`src/include/l2_cache_consts.svh`:
```
`ifndef L2_CACHE_CONSTS_SVH
`define L2_CACHE_CONSTS_SVH

// ----------------------------------------
// addressing
// ----------------------------------------
`define L2_BW_WORD_ADDR 24 // word address into main memory
`define L2_BW_BLOCK     2  // word offset inside a block
`define L2_BLOCK_WORDS  4

// ----------------------------------------
// cache geometry
// ----------------------------------------
`define L2_LINES        8  // fully associative, all lines searched
`define L2_BW_LINE      3
`define L2_BW_DATA      32

`endif

```
`src/hw/l2_addr_pkg.sv`:
```
`include "l2_cache_consts.svh"

package l2_addr_pkg;

	// block tag is the word address without the word offset
	typedef logic [`L2_BW_WORD_ADDR-`L2_BW_BLOCK-1:0] l2_tag_t;
	typedef logic [`L2_BW_LINE-1:0]                   l2_line_t;
	typedef logic [`L2_BW_BLOCK-1:0]                  l2_offset_t;

	// one L1 word address, seen flat or as tag + offset
	typedef union packed {
		logic [`L2_BW_WORD_ADDR-1:0] flat; // as sent to memory
		struct packed {
			l2_tag_t    tag;    // cam key
			l2_offset_t offset; // word in block
		} part;
	} l2_word_addr_u;

	// word address inside the cache data array
	typedef struct packed {
		l2_line_t   line;
		l2_offset_t offset;
	} l2_cache_addr_t;

endpackage

```
`src/hw/l2_ctrl_pkg.sv`:
```
package l2_ctrl_pkg;

	// block controller states
	typedef enum logic [3:0] {
		ST_NORMAL       = 4'd0, // lookup, hit or miss
		ST_WAIT_READY   = 4'd1, // fill command not yet sent
		ST_REPLACE      = 4'd2, // victim chosen, check dirty
		ST_WRITE_BUFFER = 4'd3, // victim block -> write buffer
		ST_READ_BUFFER  = 4'd4, // fill from read buffer or L1
		ST_TO_L1        = 4'd5, // read hit, stream out
		ST_FROM_L1      = 4'd6, // write hit, stream in
		ST_TAG_WAIT     = 4'd7  // cam takes the new tag
	} l2_state_e;

	// block command kind on the memory port
	typedef enum logic {
		MEM_READ  = 1'b0,
		MEM_WRITE = 1'b1
	} l2_mem_cmd_e;

endpackage

```
`src/hw/l2_tag_cam.sv`:
```
`timescale 1ns/1ps
`include "l2_cache_consts.svh"

module l2_tag_cam
	import l2_addr_pkg::*;
(
	input  logic     clock_i,
	input  logic     resetn_i,
	input  l2_tag_t  lookup_tag_i, // tag of the current L1 address
	input  logic     write_i,      // end of a fill
	input  l2_line_t write_line_i,
	input  l2_line_t read_line_i,  // line being evicted
	output logic     hit_o,
	output l2_line_t hit_line_o,
	output l2_tag_t  read_tag_o
);

	l2_tag_t              tag_q [`L2_LINES];
	logic [`L2_LINES-1:0] valid_q;

	// ----------------------------------------
	// valid bits
	// ----------------------------------------
	always_ff @(posedge clock_i) begin
		if (!resetn_i) begin
			valid_q <= '0; // empty cache after reset
		end else if (write_i) begin
			valid_q[write_line_i] <= 1'b1;
		end
	end

	// tag storage, lookup tag becomes the stored tag
	always_ff @(posedge clock_i) begin
		if (write_i) begin
			tag_q[write_line_i] <= lookup_tag_i;
		end
	end

	// ----------------------------------------
	// parallel compare + encode
	// ----------------------------------------
	always_comb begin
		hit_o      = 1'b0;
		hit_line_o = '0;
		for (int i = 0; i < `L2_LINES; i++) begin
			if (valid_q[i] && (tag_q[i] == lookup_tag_i)) begin
				hit_o      = 1'b1;
				hit_line_o = l2_line_t'(i); // at most one match
			end
		end
	end

	// old tag for the writeback base
	assign read_tag_o = tag_q[read_line_i];

endmodule

```
`src/hw/l2_line_store.sv`:
```
`timescale 1ns/1ps
`include "l2_cache_consts.svh"

module l2_line_store
	import l2_addr_pkg::*;
(
	input  logic                   clock_i,
	input  l2_cache_addr_t         addr_i,
	input  logic                   wren_i,
	input  logic [`L2_BW_DATA-1:0] wdata_i,
	output logic [`L2_BW_DATA-1:0] rdata_o
);

	localparam int unsigned DEPTH = `L2_LINES * `L2_BLOCK_WORDS;

	// cache data ram, one word per line/offset pair
	logic [`L2_BW_DATA-1:0] mem_q [DEPTH];
	logic [`L2_BW_DATA-1:0] rdata_q;

	// ----------------------------------------
	// write port
	// ----------------------------------------
	always_ff @(posedge clock_i) begin
		if (wren_i) begin
			mem_q[addr_i] <= wdata_i; // line index in the upper bits
		end
	end

	// ----------------------------------------
	// read port
	// ----------------------------------------
	// registered, word is out one cycle after addr
	// read during write returns the old word
	always_ff @(posedge clock_i) begin
		rdata_q <= mem_q[addr_i];
	end

	assign rdata_o = rdata_q;

endmodule

```
`src/hw/l2_block_sequencer.sv`:
```
`timescale 1ns/1ps
`include "l2_cache_consts.svh"

module l2_block_sequencer
	import l2_addr_pkg::*;
	import l2_ctrl_pkg::*;
(
	input  logic                        clock_i,
	input  logic                        resetn_i,
	// L1 side
	input  logic                        l1_req_i,
	input  logic                        l1_rw_i,   // 1 = write
	input  l2_word_addr_u               l1_addr_i,
	input  logic [`L2_BW_DATA-1:0]      l1_data_i,
	input  logic                        l1_ready_write_i,
	input  logic                        l1_ready_read_i,
	output logic                        l1_done_o,
	output logic                        l1_hit_o,
	output logic [`L2_BW_DATA-1:0]      l1_data_o,
	output logic                        l1_valid_o,
	output logic                        l1_read_ack_o,
	// tag cam
	input  logic                        cam_hit_i,
	input  l2_line_t                    cam_line_i,
	input  l2_tag_t                     cam_tag_i,
	output logic                        cam_write_o,
	output l2_line_t                    cam_read_line_o,
	// data array
	output l2_cache_addr_t              store_addr_o,
	output logic                        store_wren_o,
	output logic [`L2_BW_DATA-1:0]      store_wdata_o,
	input  logic [`L2_BW_DATA-1:0]      store_rdata_i,
	// memory buffers
	input  logic                        buffer_read_ready_i,
	input  logic [`L2_BW_DATA-1:0]      buffer_read_data_i,
	output logic                        buffer_read_ack_o,
	input  logic                        buffer_write_ready_i,
	output logic [`L2_BW_DATA-1:0]      buffer_write_data_o,
	output logic                        buffer_write_ack_o,
	// writeback issuer
	output logic                        fill_req_o,
	output logic [`L2_BW_WORD_ADDR-1:0] fill_addr_o,
	input  logic                        fill_sent_i,
	output logic                        wb_start_o,
	output logic [`L2_BW_WORD_ADDR-1:0] wb_addr_o
);

	l2_state_e            state_q;
	logic [`L2_BW_BLOCK:0] cnt_q;     // words moved, one extra bit for the done step
	logic [`L2_LINES-1:0] dirty_q;
	l2_line_t             victim_q;  // round robin pointer
	l2_line_t             line_q;    // line being worked on
	logic                 req_q;     // request waiting for replay after a miss
	logic                 rw_q;
	logic                 done_q;

	logic     hit_rw;
	logic     last_word;
	logic     l1_take;
	logic     buf_take;
	l2_line_t victim_nxt;

	// block base, offset cleared through the tag view
	function automatic logic [`L2_BW_WORD_ADDR-1:0] block_base(input l2_tag_t tag);
		l2_word_addr_u a;
		a.part.tag    = tag;
		a.part.offset = '0;
		return a.flat;
	endfunction

	assign hit_rw     = req_q ? rw_q : l1_rw_i; // replayed miss keeps its own kind
	assign last_word  = (cnt_q == `L2_BLOCK_WORDS - 1);
	assign victim_nxt = victim_q + 1'b1;

	// words accepted this cycle
	assign l1_take  = l1_ready_read_i && (((state_q == ST_FROM_L1) && !cnt_q[`L2_BW_BLOCK])
		|| ((state_q == ST_READ_BUFFER) && rw_q));
	assign buf_take = buffer_read_ready_i && (state_q == ST_READ_BUFFER) && !rw_q;

	// ----------------------------------------
	// data path
	// ----------------------------------------
	assign store_addr_o.line   = line_q;
	assign store_addr_o.offset = cnt_q[`L2_BW_BLOCK-1:0];
	assign store_wren_o        = l1_take | buf_take;
	assign store_wdata_o       = buf_take ? buffer_read_data_i : l1_data_i;
	assign buffer_read_ack_o   = buf_take; // pop on the same edge the word is taken

	// store read lags one cycle, matches the registered strobes
	assign l1_data_o           = store_rdata_i;
	assign buffer_write_data_o = store_rdata_i;

	assign cam_read_line_o = line_q; // old tag of the victim
	assign l1_done_o       = done_q;
	assign l1_hit_o        = (l1_req_i | req_q) ? cam_hit_i : 1'b1; // no stall when idle

	// ----------------------------------------
	// controller
	// ----------------------------------------
	always_ff @(posedge clock_i) begin
		if (!resetn_i) begin
			state_q            <= ST_NORMAL;
			cnt_q              <= '0;
			dirty_q            <= '0;
			victim_q           <= '1; // first miss rolls to line 0
			line_q             <= '0;
			req_q              <= 1'b0;
			rw_q               <= 1'b0;
			done_q             <= 1'b1; // ready right after reset
			l1_valid_o         <= 1'b0;
			l1_read_ack_o      <= 1'b0;
			buffer_write_ack_o <= 1'b0;
			cam_write_o        <= 1'b0;
			fill_req_o         <= 1'b0;
			wb_start_o         <= 1'b0;
		end else begin
			// strobes default low
			l1_valid_o         <= 1'b0;
			l1_read_ack_o      <= l1_take;
			buffer_write_ack_o <= 1'b0;
			cam_write_o        <= 1'b0;
			fill_req_o         <= 1'b0;
			wb_start_o         <= 1'b0;
			if (l1_take | buf_take) cnt_q <= cnt_q + 1'b1;

			case (state_q)
				ST_NORMAL: begin
					if (l1_req_i | req_q) begin
						done_q <= 1'b0; // stall L1
						if (cam_hit_i) begin
							req_q   <= 1'b0;
							rw_q    <= hit_rw;
							line_q  <= cam_line_i;
							cnt_q   <= '0;
							state_q <= hit_rw ? ST_FROM_L1 : ST_TO_L1;
							if (hit_rw) dirty_q[cam_line_i] <= 1'b1;
						end else begin
							req_q    <= 1'b1;
							rw_q     <= l1_rw_i;
							victim_q <= victim_nxt;
							line_q   <= victim_nxt;
							state_q  <= ST_REPLACE;
						end
					end
				end
				ST_REPLACE: begin
					cnt_q <= '0;
					if (dirty_q[line_q]) begin
						state_q <= ST_WRITE_BUFFER;
					end else begin
						fill_req_o <= !rw_q; // write miss fetches nothing
						state_q    <= rw_q ? ST_READ_BUFFER : ST_WAIT_READY;
					end
				end
				ST_WRITE_BUFFER: begin
					if (buffer_write_ready_i) begin
						buffer_write_ack_o <= 1'b1;
						cnt_q              <= cnt_q + 1'b1;
						if (last_word) begin
							cnt_q           <= '0;
							wb_start_o      <= 1'b1; // whole block is in the buffer
							dirty_q[line_q] <= 1'b0;
							fill_req_o      <= !rw_q;
							state_q         <= rw_q ? ST_READ_BUFFER : ST_WAIT_READY;
						end
					end
				end
				ST_WAIT_READY: if (fill_sent_i) state_q <= ST_READ_BUFFER;
				ST_READ_BUFFER: begin
					if ((l1_take | buf_take) && last_word) begin
						cnt_q       <= '0;
						cam_write_o <= 1'b1;
						state_q     <= ST_TAG_WAIT;
						if (rw_q) begin
							dirty_q[line_q] <= 1'b1;
							req_q           <= 1'b0; // write miss is complete
						end
					end
				end
				ST_TAG_WAIT: begin
					state_q <= ST_NORMAL;
					if (!req_q) done_q <= 1'b1; // read miss replays as a hit instead
				end
				ST_TO_L1: begin
					if (cnt_q == `L2_BLOCK_WORDS) begin
						cnt_q   <= '0;
						done_q  <= 1'b1;
						state_q <= ST_NORMAL;
					end else if (l1_ready_write_i) begin
						l1_valid_o <= 1'b1;
						cnt_q      <= cnt_q + 1'b1;
					end
				end
				ST_FROM_L1: begin
					if (cnt_q == `L2_BLOCK_WORDS) begin
						cnt_q   <= '0;
						done_q  <= 1'b1;
						state_q <= ST_NORMAL;
					end
				end
				default: state_q <= ST_NORMAL;
			endcase
		end
	end

	// addresses for the issuer, valid with their strobes
	always_ff @(posedge clock_i) begin
		if ((state_q == ST_REPLACE) || (state_q == ST_WRITE_BUFFER)) begin
			fill_addr_o <= block_base(l1_addr_i.part.tag);
		end
		if (state_q == ST_WRITE_BUFFER) begin
			wb_addr_o <= block_base(cam_tag_i); // tag not yet replaced
		end
	end

endmodule

```
`src/hw/l2_writeback_issue.sv`:
```
`timescale 1ns/1ps
`include "l2_cache_consts.svh"

module l2_writeback_issue
	import l2_ctrl_pkg::*;
(
	input  logic                        clock_i,
	input  logic                        resetn_i,
	input  logic                        mem_ready_i,
	input  logic                        wb_start_i,
	input  logic [`L2_BW_WORD_ADDR-1:0] wb_addr_i,
	input  logic                        fill_req_i,
	input  logic [`L2_BW_WORD_ADDR-1:0] fill_addr_i,
	output logic                        fill_sent_o,
	output logic                        mem_req_o,
	output logic                        mem_rw_o,
	output logic [`L2_BW_WORD_ADDR-1:0] mem_addr_o
);

	logic                        wb_pend_q;
	logic                        fill_pend_q;
	logic [`L2_BW_WORD_ADDR-1:0] wb_addr_q;
	logic [`L2_BW_WORD_ADDR-1:0] fill_addr_q;
	l2_mem_cmd_e                 cmd_q;
	logic                        issue;

	// one gap cycle after each command so memory can drop ready
	assign issue    = mem_ready_i && !mem_req_o && (wb_pend_q || fill_pend_q);
	assign mem_rw_o = (cmd_q == MEM_WRITE);

	// ----------------------------------------
	// pending commands, writeback first
	// ----------------------------------------
	always_ff @(posedge clock_i) begin
		if (!resetn_i) begin
			wb_pend_q   <= 1'b0;
			fill_pend_q <= 1'b0;
			mem_req_o   <= 1'b0;
			fill_sent_o <= 1'b0;
		end else begin
			mem_req_o   <= issue;
			fill_sent_o <= issue && !wb_pend_q;
			if (issue) begin
				if (wb_pend_q) wb_pend_q <= 1'b0;
				else fill_pend_q <= 1'b0;
			end
			if (wb_start_i) wb_pend_q <= 1'b1;
			if (fill_req_i) fill_pend_q <= 1'b1;
		end
	end

	// command payload
	always_ff @(posedge clock_i) begin
		if (wb_start_i) wb_addr_q <= wb_addr_i;
		if (fill_req_i) fill_addr_q <= fill_addr_i;
		if (issue) begin
			cmd_q      <= wb_pend_q ? MEM_WRITE : MEM_READ;
			mem_addr_o <= wb_pend_q ? wb_addr_q : fill_addr_q; // block base
		end
	end

endmodule

```
`src/hw/l2_cache_top.sv`:
```
`timescale 1ns/1ps
`include "l2_cache_consts.svh"

module l2_cache_top
	import l2_addr_pkg::*;
(
	input  logic                        clock_i,
	input  logic                        resetn_i,
	// L1 side
	input  logic                        l1_req_i,
	input  logic                        l1_rw_i,
	input  l2_word_addr_u               l1_addr_i,
	input  logic [`L2_BW_DATA-1:0]      l1_data_i,
	input  logic                        l1_ready_write_i,
	input  logic                        l1_ready_read_i,
	output logic                        l1_done_o,
	output logic                        l1_hit_o,
	output logic [`L2_BW_DATA-1:0]      l1_data_o,
	output logic                        l1_valid_o,
	output logic                        l1_read_ack_o,
	// memory buffers
	input  logic                        buffer_read_ready_i,
	input  logic [`L2_BW_DATA-1:0]      buffer_read_data_i,
	output logic                        buffer_read_ack_o,
	input  logic                        buffer_write_ready_i,
	output logic [`L2_BW_DATA-1:0]      buffer_write_data_o,
	output logic                        buffer_write_ack_o,
	// memory command
	input  logic                        mem_ready_i,
	output logic                        mem_req_o,
	output logic                        mem_rw_o,
	output logic [`L2_BW_WORD_ADDR-1:0] mem_addr_o
);

	// ----------------------------------------
	// internal wires
	// ----------------------------------------
	logic                        cam_hit, cam_write;
	l2_line_t                    cam_line, cam_read_line;
	l2_tag_t                     cam_tag;
	l2_cache_addr_t              store_addr;
	logic                        store_wren;
	logic [`L2_BW_DATA-1:0]      store_wdata, store_rdata;
	logic                        fill_req, fill_sent, wb_start;
	logic [`L2_BW_WORD_ADDR-1:0] fill_addr, wb_addr;

	l2_tag_cam u_cam (
		.clock_i(clock_i), .resetn_i(resetn_i),
		.lookup_tag_i(l1_addr_i.part.tag), // tag view of the L1 address
		.write_i(cam_write),
		.write_line_i(cam_read_line), // victim line, same for read and write
		.read_line_i(cam_read_line),
		.hit_o(cam_hit), .hit_line_o(cam_line), .read_tag_o(cam_tag)
	);

	l2_line_store u_store (
		.clock_i(clock_i), .addr_i(store_addr), .wren_i(store_wren),
		.wdata_i(store_wdata), .rdata_o(store_rdata)
	);

	l2_block_sequencer u_seq (
		.clock_i(clock_i), .resetn_i(resetn_i),
		.l1_req_i(l1_req_i), .l1_rw_i(l1_rw_i), .l1_addr_i(l1_addr_i), .l1_data_i(l1_data_i),
		.l1_ready_write_i(l1_ready_write_i), .l1_ready_read_i(l1_ready_read_i),
		.l1_done_o(l1_done_o), .l1_hit_o(l1_hit_o), .l1_data_o(l1_data_o),
		.l1_valid_o(l1_valid_o), .l1_read_ack_o(l1_read_ack_o),
		.cam_hit_i(cam_hit), .cam_line_i(cam_line), .cam_tag_i(cam_tag),
		.cam_write_o(cam_write), .cam_read_line_o(cam_read_line),
		.store_addr_o(store_addr), .store_wren_o(store_wren),
		.store_wdata_o(store_wdata), .store_rdata_i(store_rdata),
		.buffer_read_ready_i(buffer_read_ready_i), .buffer_read_data_i(buffer_read_data_i),
		.buffer_read_ack_o(buffer_read_ack_o), .buffer_write_ready_i(buffer_write_ready_i),
		.buffer_write_data_o(buffer_write_data_o), .buffer_write_ack_o(buffer_write_ack_o),
		.fill_req_o(fill_req), .fill_addr_o(fill_addr), .fill_sent_i(fill_sent),
		.wb_start_o(wb_start), .wb_addr_o(wb_addr)
	);

	l2_writeback_issue u_issue (
		.clock_i(clock_i), .resetn_i(resetn_i), .mem_ready_i(mem_ready_i),
		.wb_start_i(wb_start), .wb_addr_i(wb_addr),
		.fill_req_i(fill_req), .fill_addr_i(fill_addr), .fill_sent_o(fill_sent),
		.mem_req_o(mem_req_o), .mem_rw_o(mem_rw_o), .mem_addr_o(mem_addr_o)
	);

endmodule

```
`config.mk`:
```
export PLATFORM = sky130hd
export DESIGN_NAME = l2_cache_top
export DESIGN_NICKNAME = d
export VERILOG_FILES = /design/src/hw/l2_addr_pkg.sv /design/src/hw/l2_ctrl_pkg.sv /design/src/hw/l2_tag_cam.sv /design/src/hw/l2_line_store.sv /design/src/hw/l2_block_sequencer.sv /design/src/hw/l2_writeback_issue.sv /design/src/hw/l2_cache_top.sv
export VERILOG_INCLUDE_DIRS = /design/src /design/src/include
export SDC_FILE = /design/constraint.sdc
export NUM_CORES = 2
export LEC_CHECK = 0
export BUFFER_PORTS_ARGS = -buffer_cell sky130_fd_sc_hd__buf_2
export CAP_MARGIN = 20
export CORE_UTILIZATION = 55
export CTS_CLUSTER_SIZE = 20
export DETAILED_ROUTE_END_ITERATION = 6
export HOLD_SLACK_MARGIN = 0.06
export PLACE_DENSITY_LB_ADDON = 0.12
export SLEW_MARGIN = 20
export SYNTH_ARGS = -nofsm -noshare
export SYNTH_HDL_FRONTEND = slang
export SYNTH_SLANG_ARGS = --single-unit
```
`constraint.sdc`:
```
create_clock -name clock_i -period 4.05 [get_ports clock_i]
set_input_delay 0.81 -clock clock_i [delete_from_list [all_inputs] [get_ports clock_i]]
set_output_delay 0.81 -clock clock_i [all_outputs]
set_load 0.05 [all_outputs]
```
Yosys cells after proc, flatten, opt, wreduce, memory -nomap -nowiden --
Memory sizes are Yosys's and may differ from the RTL's. A register that Yosys moved wholly into a read port is not among the register bits. Index checks and enable logic that the tools add are counted.
Operators by class: equal/unequal tests 28, add/subtract/negate cells 2, reductions and logical operators 44, order comparisons 4, mux-type cells 83, bitwise logic cells 10
Operators with widths (count):
- $eq A22 B22 Y1 | 8
- $mux W8 | 7
- $mux W3 | 15
- $mux W1 | 39
- $mux W32 | 1
- $mux W4 | 8
- $mux W24 | 1
- $or A8 B8 Y8 | 3
- $pmux W4 S6 | 1
- $pmux W8 S3 | 1
- $logic_and A1 B1 Y1 | 19
- $pmux W3 S6 | 1
- $eq A4 B3 Y1 const B | 4
- $ne A2 B1 Y1 const B | 7
- $and A8 B8 Y8 | 1
- $eq A4 B2 Y1 const B | 2
- $lt A3 B4 Y1 const B | 2
- $ne A2 B2 Y1 const B | 4
- $not A8 Y8 | 1
- $reduce_and A2 Y1 | 4
- $reduce_and A4 Y1 | 2
- $reduce_and A8 Y1 | 1
- $add A3 B1 Y3 const B | 2
- $demux W1 S3 | 2
- 19 further kinds | 35
Storage, ports and cells: register bits after elaboration 133, output and inout port bits 96, bits in writable memories 1200, memories kept 2, logic and storage cells 197
Memory list:
- u_store.mem_q | depth 32, width 32, read ports 1, clocked after Yosys merged registers in 1, write ports 1, RTL line l2_line_store.sv:17 | logic [`L2_BW_DATA-1:0] mem_q [DEPTH];
- u_cam.tag_q | depth 8, width 22, read ports 9, clocked after Yosys merged registers in 1, write ports 1, RTL line l2_tag_cam.sv:18 | l2_tag_t tag_q [`L2_LINES];

Longest topological paths before layout --
An unclocked memory read counts as a cell.
depth after elaboration 19, gate-level depth with buffers 13

Modules after synthesis --
Synthesis repeated with hierarchy kept, for this count alone.
Unflattened totals: cells, all modules 3245, area total of the unflattened synthesis 55776.0 um2
By module, submodules not included:
- l2_line_store | area an instance 39743.1 um2, cells an instance 2107, times used 1, seq. area each 31390.1 um2
- l2_tag_cam | area an instance 9143.8 um2, cells an instance 555, times used 1, seq. area each 5445.2 um2
- l2_block_sequencer | area an instance 4172.8 um2, cells an instance 466, times used 1, seq. area each 1901.8 um2
- l2_writeback_issue | area an instance 2716.4 um2, cells an instance 117, times used 1, seq. area each 2272.2 um2

Least setup slack after synthesis --
No wires, ideal clock.
kind input to output, start in l1_addr_i[15] (netlist bit), end out l1_hit_o, required time 3.240 ns, stages 8, buffers on the path 2, arrival time 2.904 ns, slack 0.336 ns, cells stage by stage buf_2 xor2_1 or3b_2 or4_4 nand4_2 nor2_2 buf_6 o21ai_0
On the way: word-level cells in the longest chain between the ends 11, elaborated cells on any way between the ends 25, classes of those cells 8 x eq/ne; 9 x mux; 8 x reduce/logical
RTL lines:
- start: declaration | RTL line l2_cache_top.sv:12 | input l2_word_addr_u l1_addr_i,
- $eq A22 B22 Y1 | RTL line l2_tag_cam.sv:46 | if (valid_q[i] && (tag_q[i] == lookup_tag_i)) begin
- $logic_and A1 B1 Y1 | RTL line l2_tag_cam.sv:46
- $mux W1 (7 in a row) | RTL line l2_tag_cam.sv:46
- $mux W1 (*) | RTL line l2_tag_cam.sv:46
- $mux W1 (*) | RTL line l2_block_sequencer.sv:95 | assign l1_hit_o = (l1_req_i | req_q) ? cam_hit_i : 1'b1;
- end: declaration | RTL line l2_cache_top.sv:17 | output logic l1_hit_o,
Every way passes the cells marked *; elsewhere a longest branch is shown, timed or not.

==> flow_metrics.env <==
export IMPL_worstPathRequired_ps=3240
export IMPL_wl_met3_um=9480
export IMPL_dp_hpwl_um=84600
export IMPL_power_switching_mw=10.2
export IMPL_fin_crit_ps=3960
export IMPL_maxSlewHeadroom_pct=23.9
export IMPL_place_area_um2=57900
export IMPL_grt_pass1_vias=29000
export IMPL_startpoint="u_cam.tag_q[5][13]$_DFFE_PP_"
export IMPL_crit_arrival_ps=3150
export IMPL_cts_max_level=4
export IMPL_final_common_cell="edfxtp_1"
export IMPL_powerDensity_nw_per_um2=581
export IMPL_nNetsFinal=3165
export IMPL_synth_area_leaders="edfxtp_1 73%, mux4_2 11%, a22oi_1 3.0%"
export IMPL_final_util_pct=64.3
export IMPL_clkSinkCount=1384
export IMPL_finalHoldViolations=0
export IMPL_grt_overflow=0
export IMPL_final_cells=4451
export IMPL_slew_violations=0
export IMPL_total_power_mw=36.4
export IMPL_startpoint_type="register"
export IMPL_p_seq_share_pct=46.3
export IMPL_cts_buffers=140
export IMPL_gp_congestion=0.923
export IMPL_cts_root_buf="clkbuf_16"
export IMPL_synth_distinct_cells=76
export IMPL_synth_top_cell_area_share_pct=72.5
export IMPL_synth_top_family_by_area="multiplexers"
export IMPL_crit_family="simple AND/OR/NAND/NOR gates"
export IMPL_fin_area_um2=62600
export IMPL_vias=28900
export IMPL_r2r_end="u_store.mem_q[7][20]$_DFFE_PP_"
export IMPL_synthSimpleGateAreaFrac_pct=3.70
export IMPL_status="finished, final reports clean"
export IMPL_netlist_area_um2=54300
export IMPL_cellLeakagePower_nw=19.6
export IMPL_crit_buf_inv=1
export IMPL_grt_total_usage_pct=30.1
export IMPL_place_port_buffers=188
export IMPL_dieArea_um2=100000
export IMPL_hp_class="in2reg"
export IMPL_netlist_instances=2764
export IMPL_dp_cells=4195
export IMPL_most_common_layout_cells="1311 x edfxtp_1, 257 x mux4_2, 220 x a22oi_1, 188 x buf_2, 144 x clkbuf_16"
export IMPL_highest_layer="met4"
export IMPL_ir_drop_mv=0.621
export IMPL_grt_setup_unrepaired="no"
export IMPL_drv_cap=0
export IMPL_fin_worst_skew_ps=31.4
export IMPL_coreArea_um2=97300
export IMPL_die_y_um=316
export IMPL_muxShareOfSynthArea_pct=11.9
export IMPL_min_period_over_period_pct=97.7
export IMPL_p_sw_share_pct=28.0
export IMPL_syn_to_final_growth_pct=15.3
export IMPL_num_rows=114
export IMPL_min_from="l1_rw_i"
export IMPL_internal_power_mw=26.2
export IMPL_r2r_slack_ps=720
export IMPL_grt_max_degree=85
export IMPL_clk_latency_ps=760
export IMPL_first_pass_iters=6
export IMPL_yosys_area_share_adder_pct=0.161
export IMPL_min_path_cells=2
export IMPL_r2r_cells=7
export IMPL_slowest_delay_ps=600
export IMPL_wl_met2_um=75600
export IMPL_crit_path_top_delay_cell="or4_4"
export IMPL_clk_pin_slew_worst_paths_ps=60
export IMPL_ys_ff_latch=1384
export IMPL_ys_async_sr_fraction_pct=0
export IMPL_synth_warning_count=0
export IMPL_worst_slew_pin_slew_ps=1140
export IMPL_syn_avg_cell_area_um2=19.6
export IMPL_routed_via_density=6.49
export IMPL_drive_gt1_share_pct=29.4
export IMPL_combPwrFrac_pct=17.4
export IMPL_yosysSeqAreaShare_pct=75.2
export IMPL_drt_met1_wl_um=57300
export IMPL_synth_ff_type="edfxtp_1"
export IMPL_synth_top_area_cell="edfxtp_1"
export IMPL_criticalPathCategory="reg2out"
export IMPL_die_width_um=316
export IMPL_drt_iter0_markers=3463
export IMPL_initial_core_util_pct=55.8
export IMPL_endpoint_kind="output port"
export IMPL_synth_compound_area_share_pct=4.27
export IMPL_wire_per_inst_um=33.2
export IMPL_antenna_found_initial=0
export IMPL_r2r_start="u_seq.state_q[2]$_SDFFE_PN0P_"
export IMPL_ios=193
export IMPL_ctsHoldBuffers=0
export IMPL_tns_ps=0
export IMPL_finalSetupViolCount=0
export IMPL_ant_nets=0
export IMPL_path_max_fanout=2
export IMPL_grt_pass1_wl_um=209000
export IMPL_cts_tree="built"
export IMPL_fmax_ghz=0.253
export IMPL_synth_edff_count=1311
export IMPL_min_to="u_seq.rw_q$_SDFFE_PN0P_"
export IMPL_crit_chain="xor2_1, nor4_1, nand2_1, or4_4, nand4_2, nor2_2, o21ai_0, buf_2"
export IMPL_drc=0
export IMPL_clk_path_buf_depth=3
export IMPL_clkPwrFrac_pct=36.3
export IMPL_wl_um=148000
export IMPL_synth_xor_area_share_pct=2.99
[metal layers]
layer | vias up | track usage (%)
met4 | 0 | 11.7
met2 | 1346 | 51.3
met1 | 15300 | 39.3
li1 | 12000 | -
met3 | 276 | 4.58
met5 | - | 0
[through the flow]
stage | setup slack [ps] | hold slack, ps
2_1_floorplan | 336 | 400
3_3_place_gp | 108 | 400
3_5_place_dp | 171 | 405
4_1_cts | 30.7 | 297
5_1_grt | 9.79 | 322
6_report | 93.9 | 344
[worst max-delay path by stage]
| stage | to | slack, ps | depth (start not counted) |
|---|---|---|---|
| 3_5_place_dp | l1_hit_o | 170 | 9 |
| 6_report | l1_hit_o | 90 | 8 |
| 5_1_grt | l1_hit_o | 10 | 9 |
| 3_3_place_gp | l1_hit_o | 110 | 9 |
| 4_1_cts | l1_hit_o | 30 | 8 |
| 2_1_floorplan | l1_hit_o | 340 | 8 |
[state kept, by name (all words and copies together), names as in the netlist, 22 cells and up]
register,count
u_issue.wb_addr_q,22
u_seq.wb_addr_o,22
u_cam.tag_q,176
u_seq.fill_addr_o,22
u_issue.fill_addr_q,22
u_issue.mem_addr_o,22
u_store.mem_q,1024
u_store.rdata_o,32
[what timing repair did]
item                                    4_1_cts  5_1_grt
hold endpoints to repair                      0        0
gates resized for setup                       0        1
endpoints found under the setup margin        0        1
setup buffers                                 0        0
[power by group through the flow]
stage	logic [mW]	registers [mW]	clock network [mW]
finish	6.33	16.8	13.2
global route	6.65	16.9	13.9
CTS	6.35	16.8	13.4
detailed placement	6.33	17.1	0
global placement	6.24	17.1	0
floorplan	3.82	17.6	0
[area by class of cell]
cell class              count  area (um^2)
diodes                      2         5.00
clock buffers             180         3830
repair buffers            341         2590
clock inverters            74          876
inverters                   9         33.8
multi-input cells        1185        12800
well taps                1276         1600
fillers                  6607        34700
flip-flops and latches   1384        40800
[worst register-to-register path: cells and delay by family (launching register included)]
kind                   cells  cell delay (ps)
AOI/OAI and AO/OA          1              340
buffers and inverters      2              610
and+or+nand+nor            4             1750
DFF                        1              310
[cell usage after synthesis (3+ instances only)]
| cell type | n |
|---|---|
| edfxtp_1 | 1311 |
| mux4_2 | 257 |
| a22oi_1 | 220 |
| clkbuf_1 | 99 |
| nand4_1 | 92 |
| xor2_1 | 91 |
| xnor2_1 | 89 |
| dfxtp_1 | 73 |
| nor2_1 | 61 |
| mux2_2 | 55 |
| nand2_1 | 52 |
| nor4_1 | 38 |
| buf_4 | 35 |
| buf_1 | 28 |
| o21ai_0 | 28 |
| a21oi_1 | 23 |
| nand3_1 | 20 |
| buf_2 | 17 |
| nor3_1 | 15 |
| o21a_1 | 11 |
| and2_1 | 10 |
| nor2b_1 | 10 |
| buf_6 | 8 |
| inv_1 | 8 |
| or3_1 | 8 |
| and3_1 | 7 |
| ha_1 | 7 |
| mux2i_1 | 6 |
| nor4b_1 | 6 |
| nand2b_1 | 5 |
| or3b_1 | 5 |
| or3b_2 | 4 |
| a31oi_1 | 3 |
| o211ai_1 | 3 |
| o31ai_1 | 3 |
| or4_4 | 3 |
| xnor2_2 | 3 |
[cells by family after synthesis]
logic type | Yosys count
muxes | 318
other | 1
xor gates and xnor gates | 183
buffers and inverters | 196
AOI/OAI and AO/OA | 319
adders and majority gates | 7
and+or+nand+nor | 356
DFF | 1384
No activity file was read; power rests on OpenSTA's default activity.
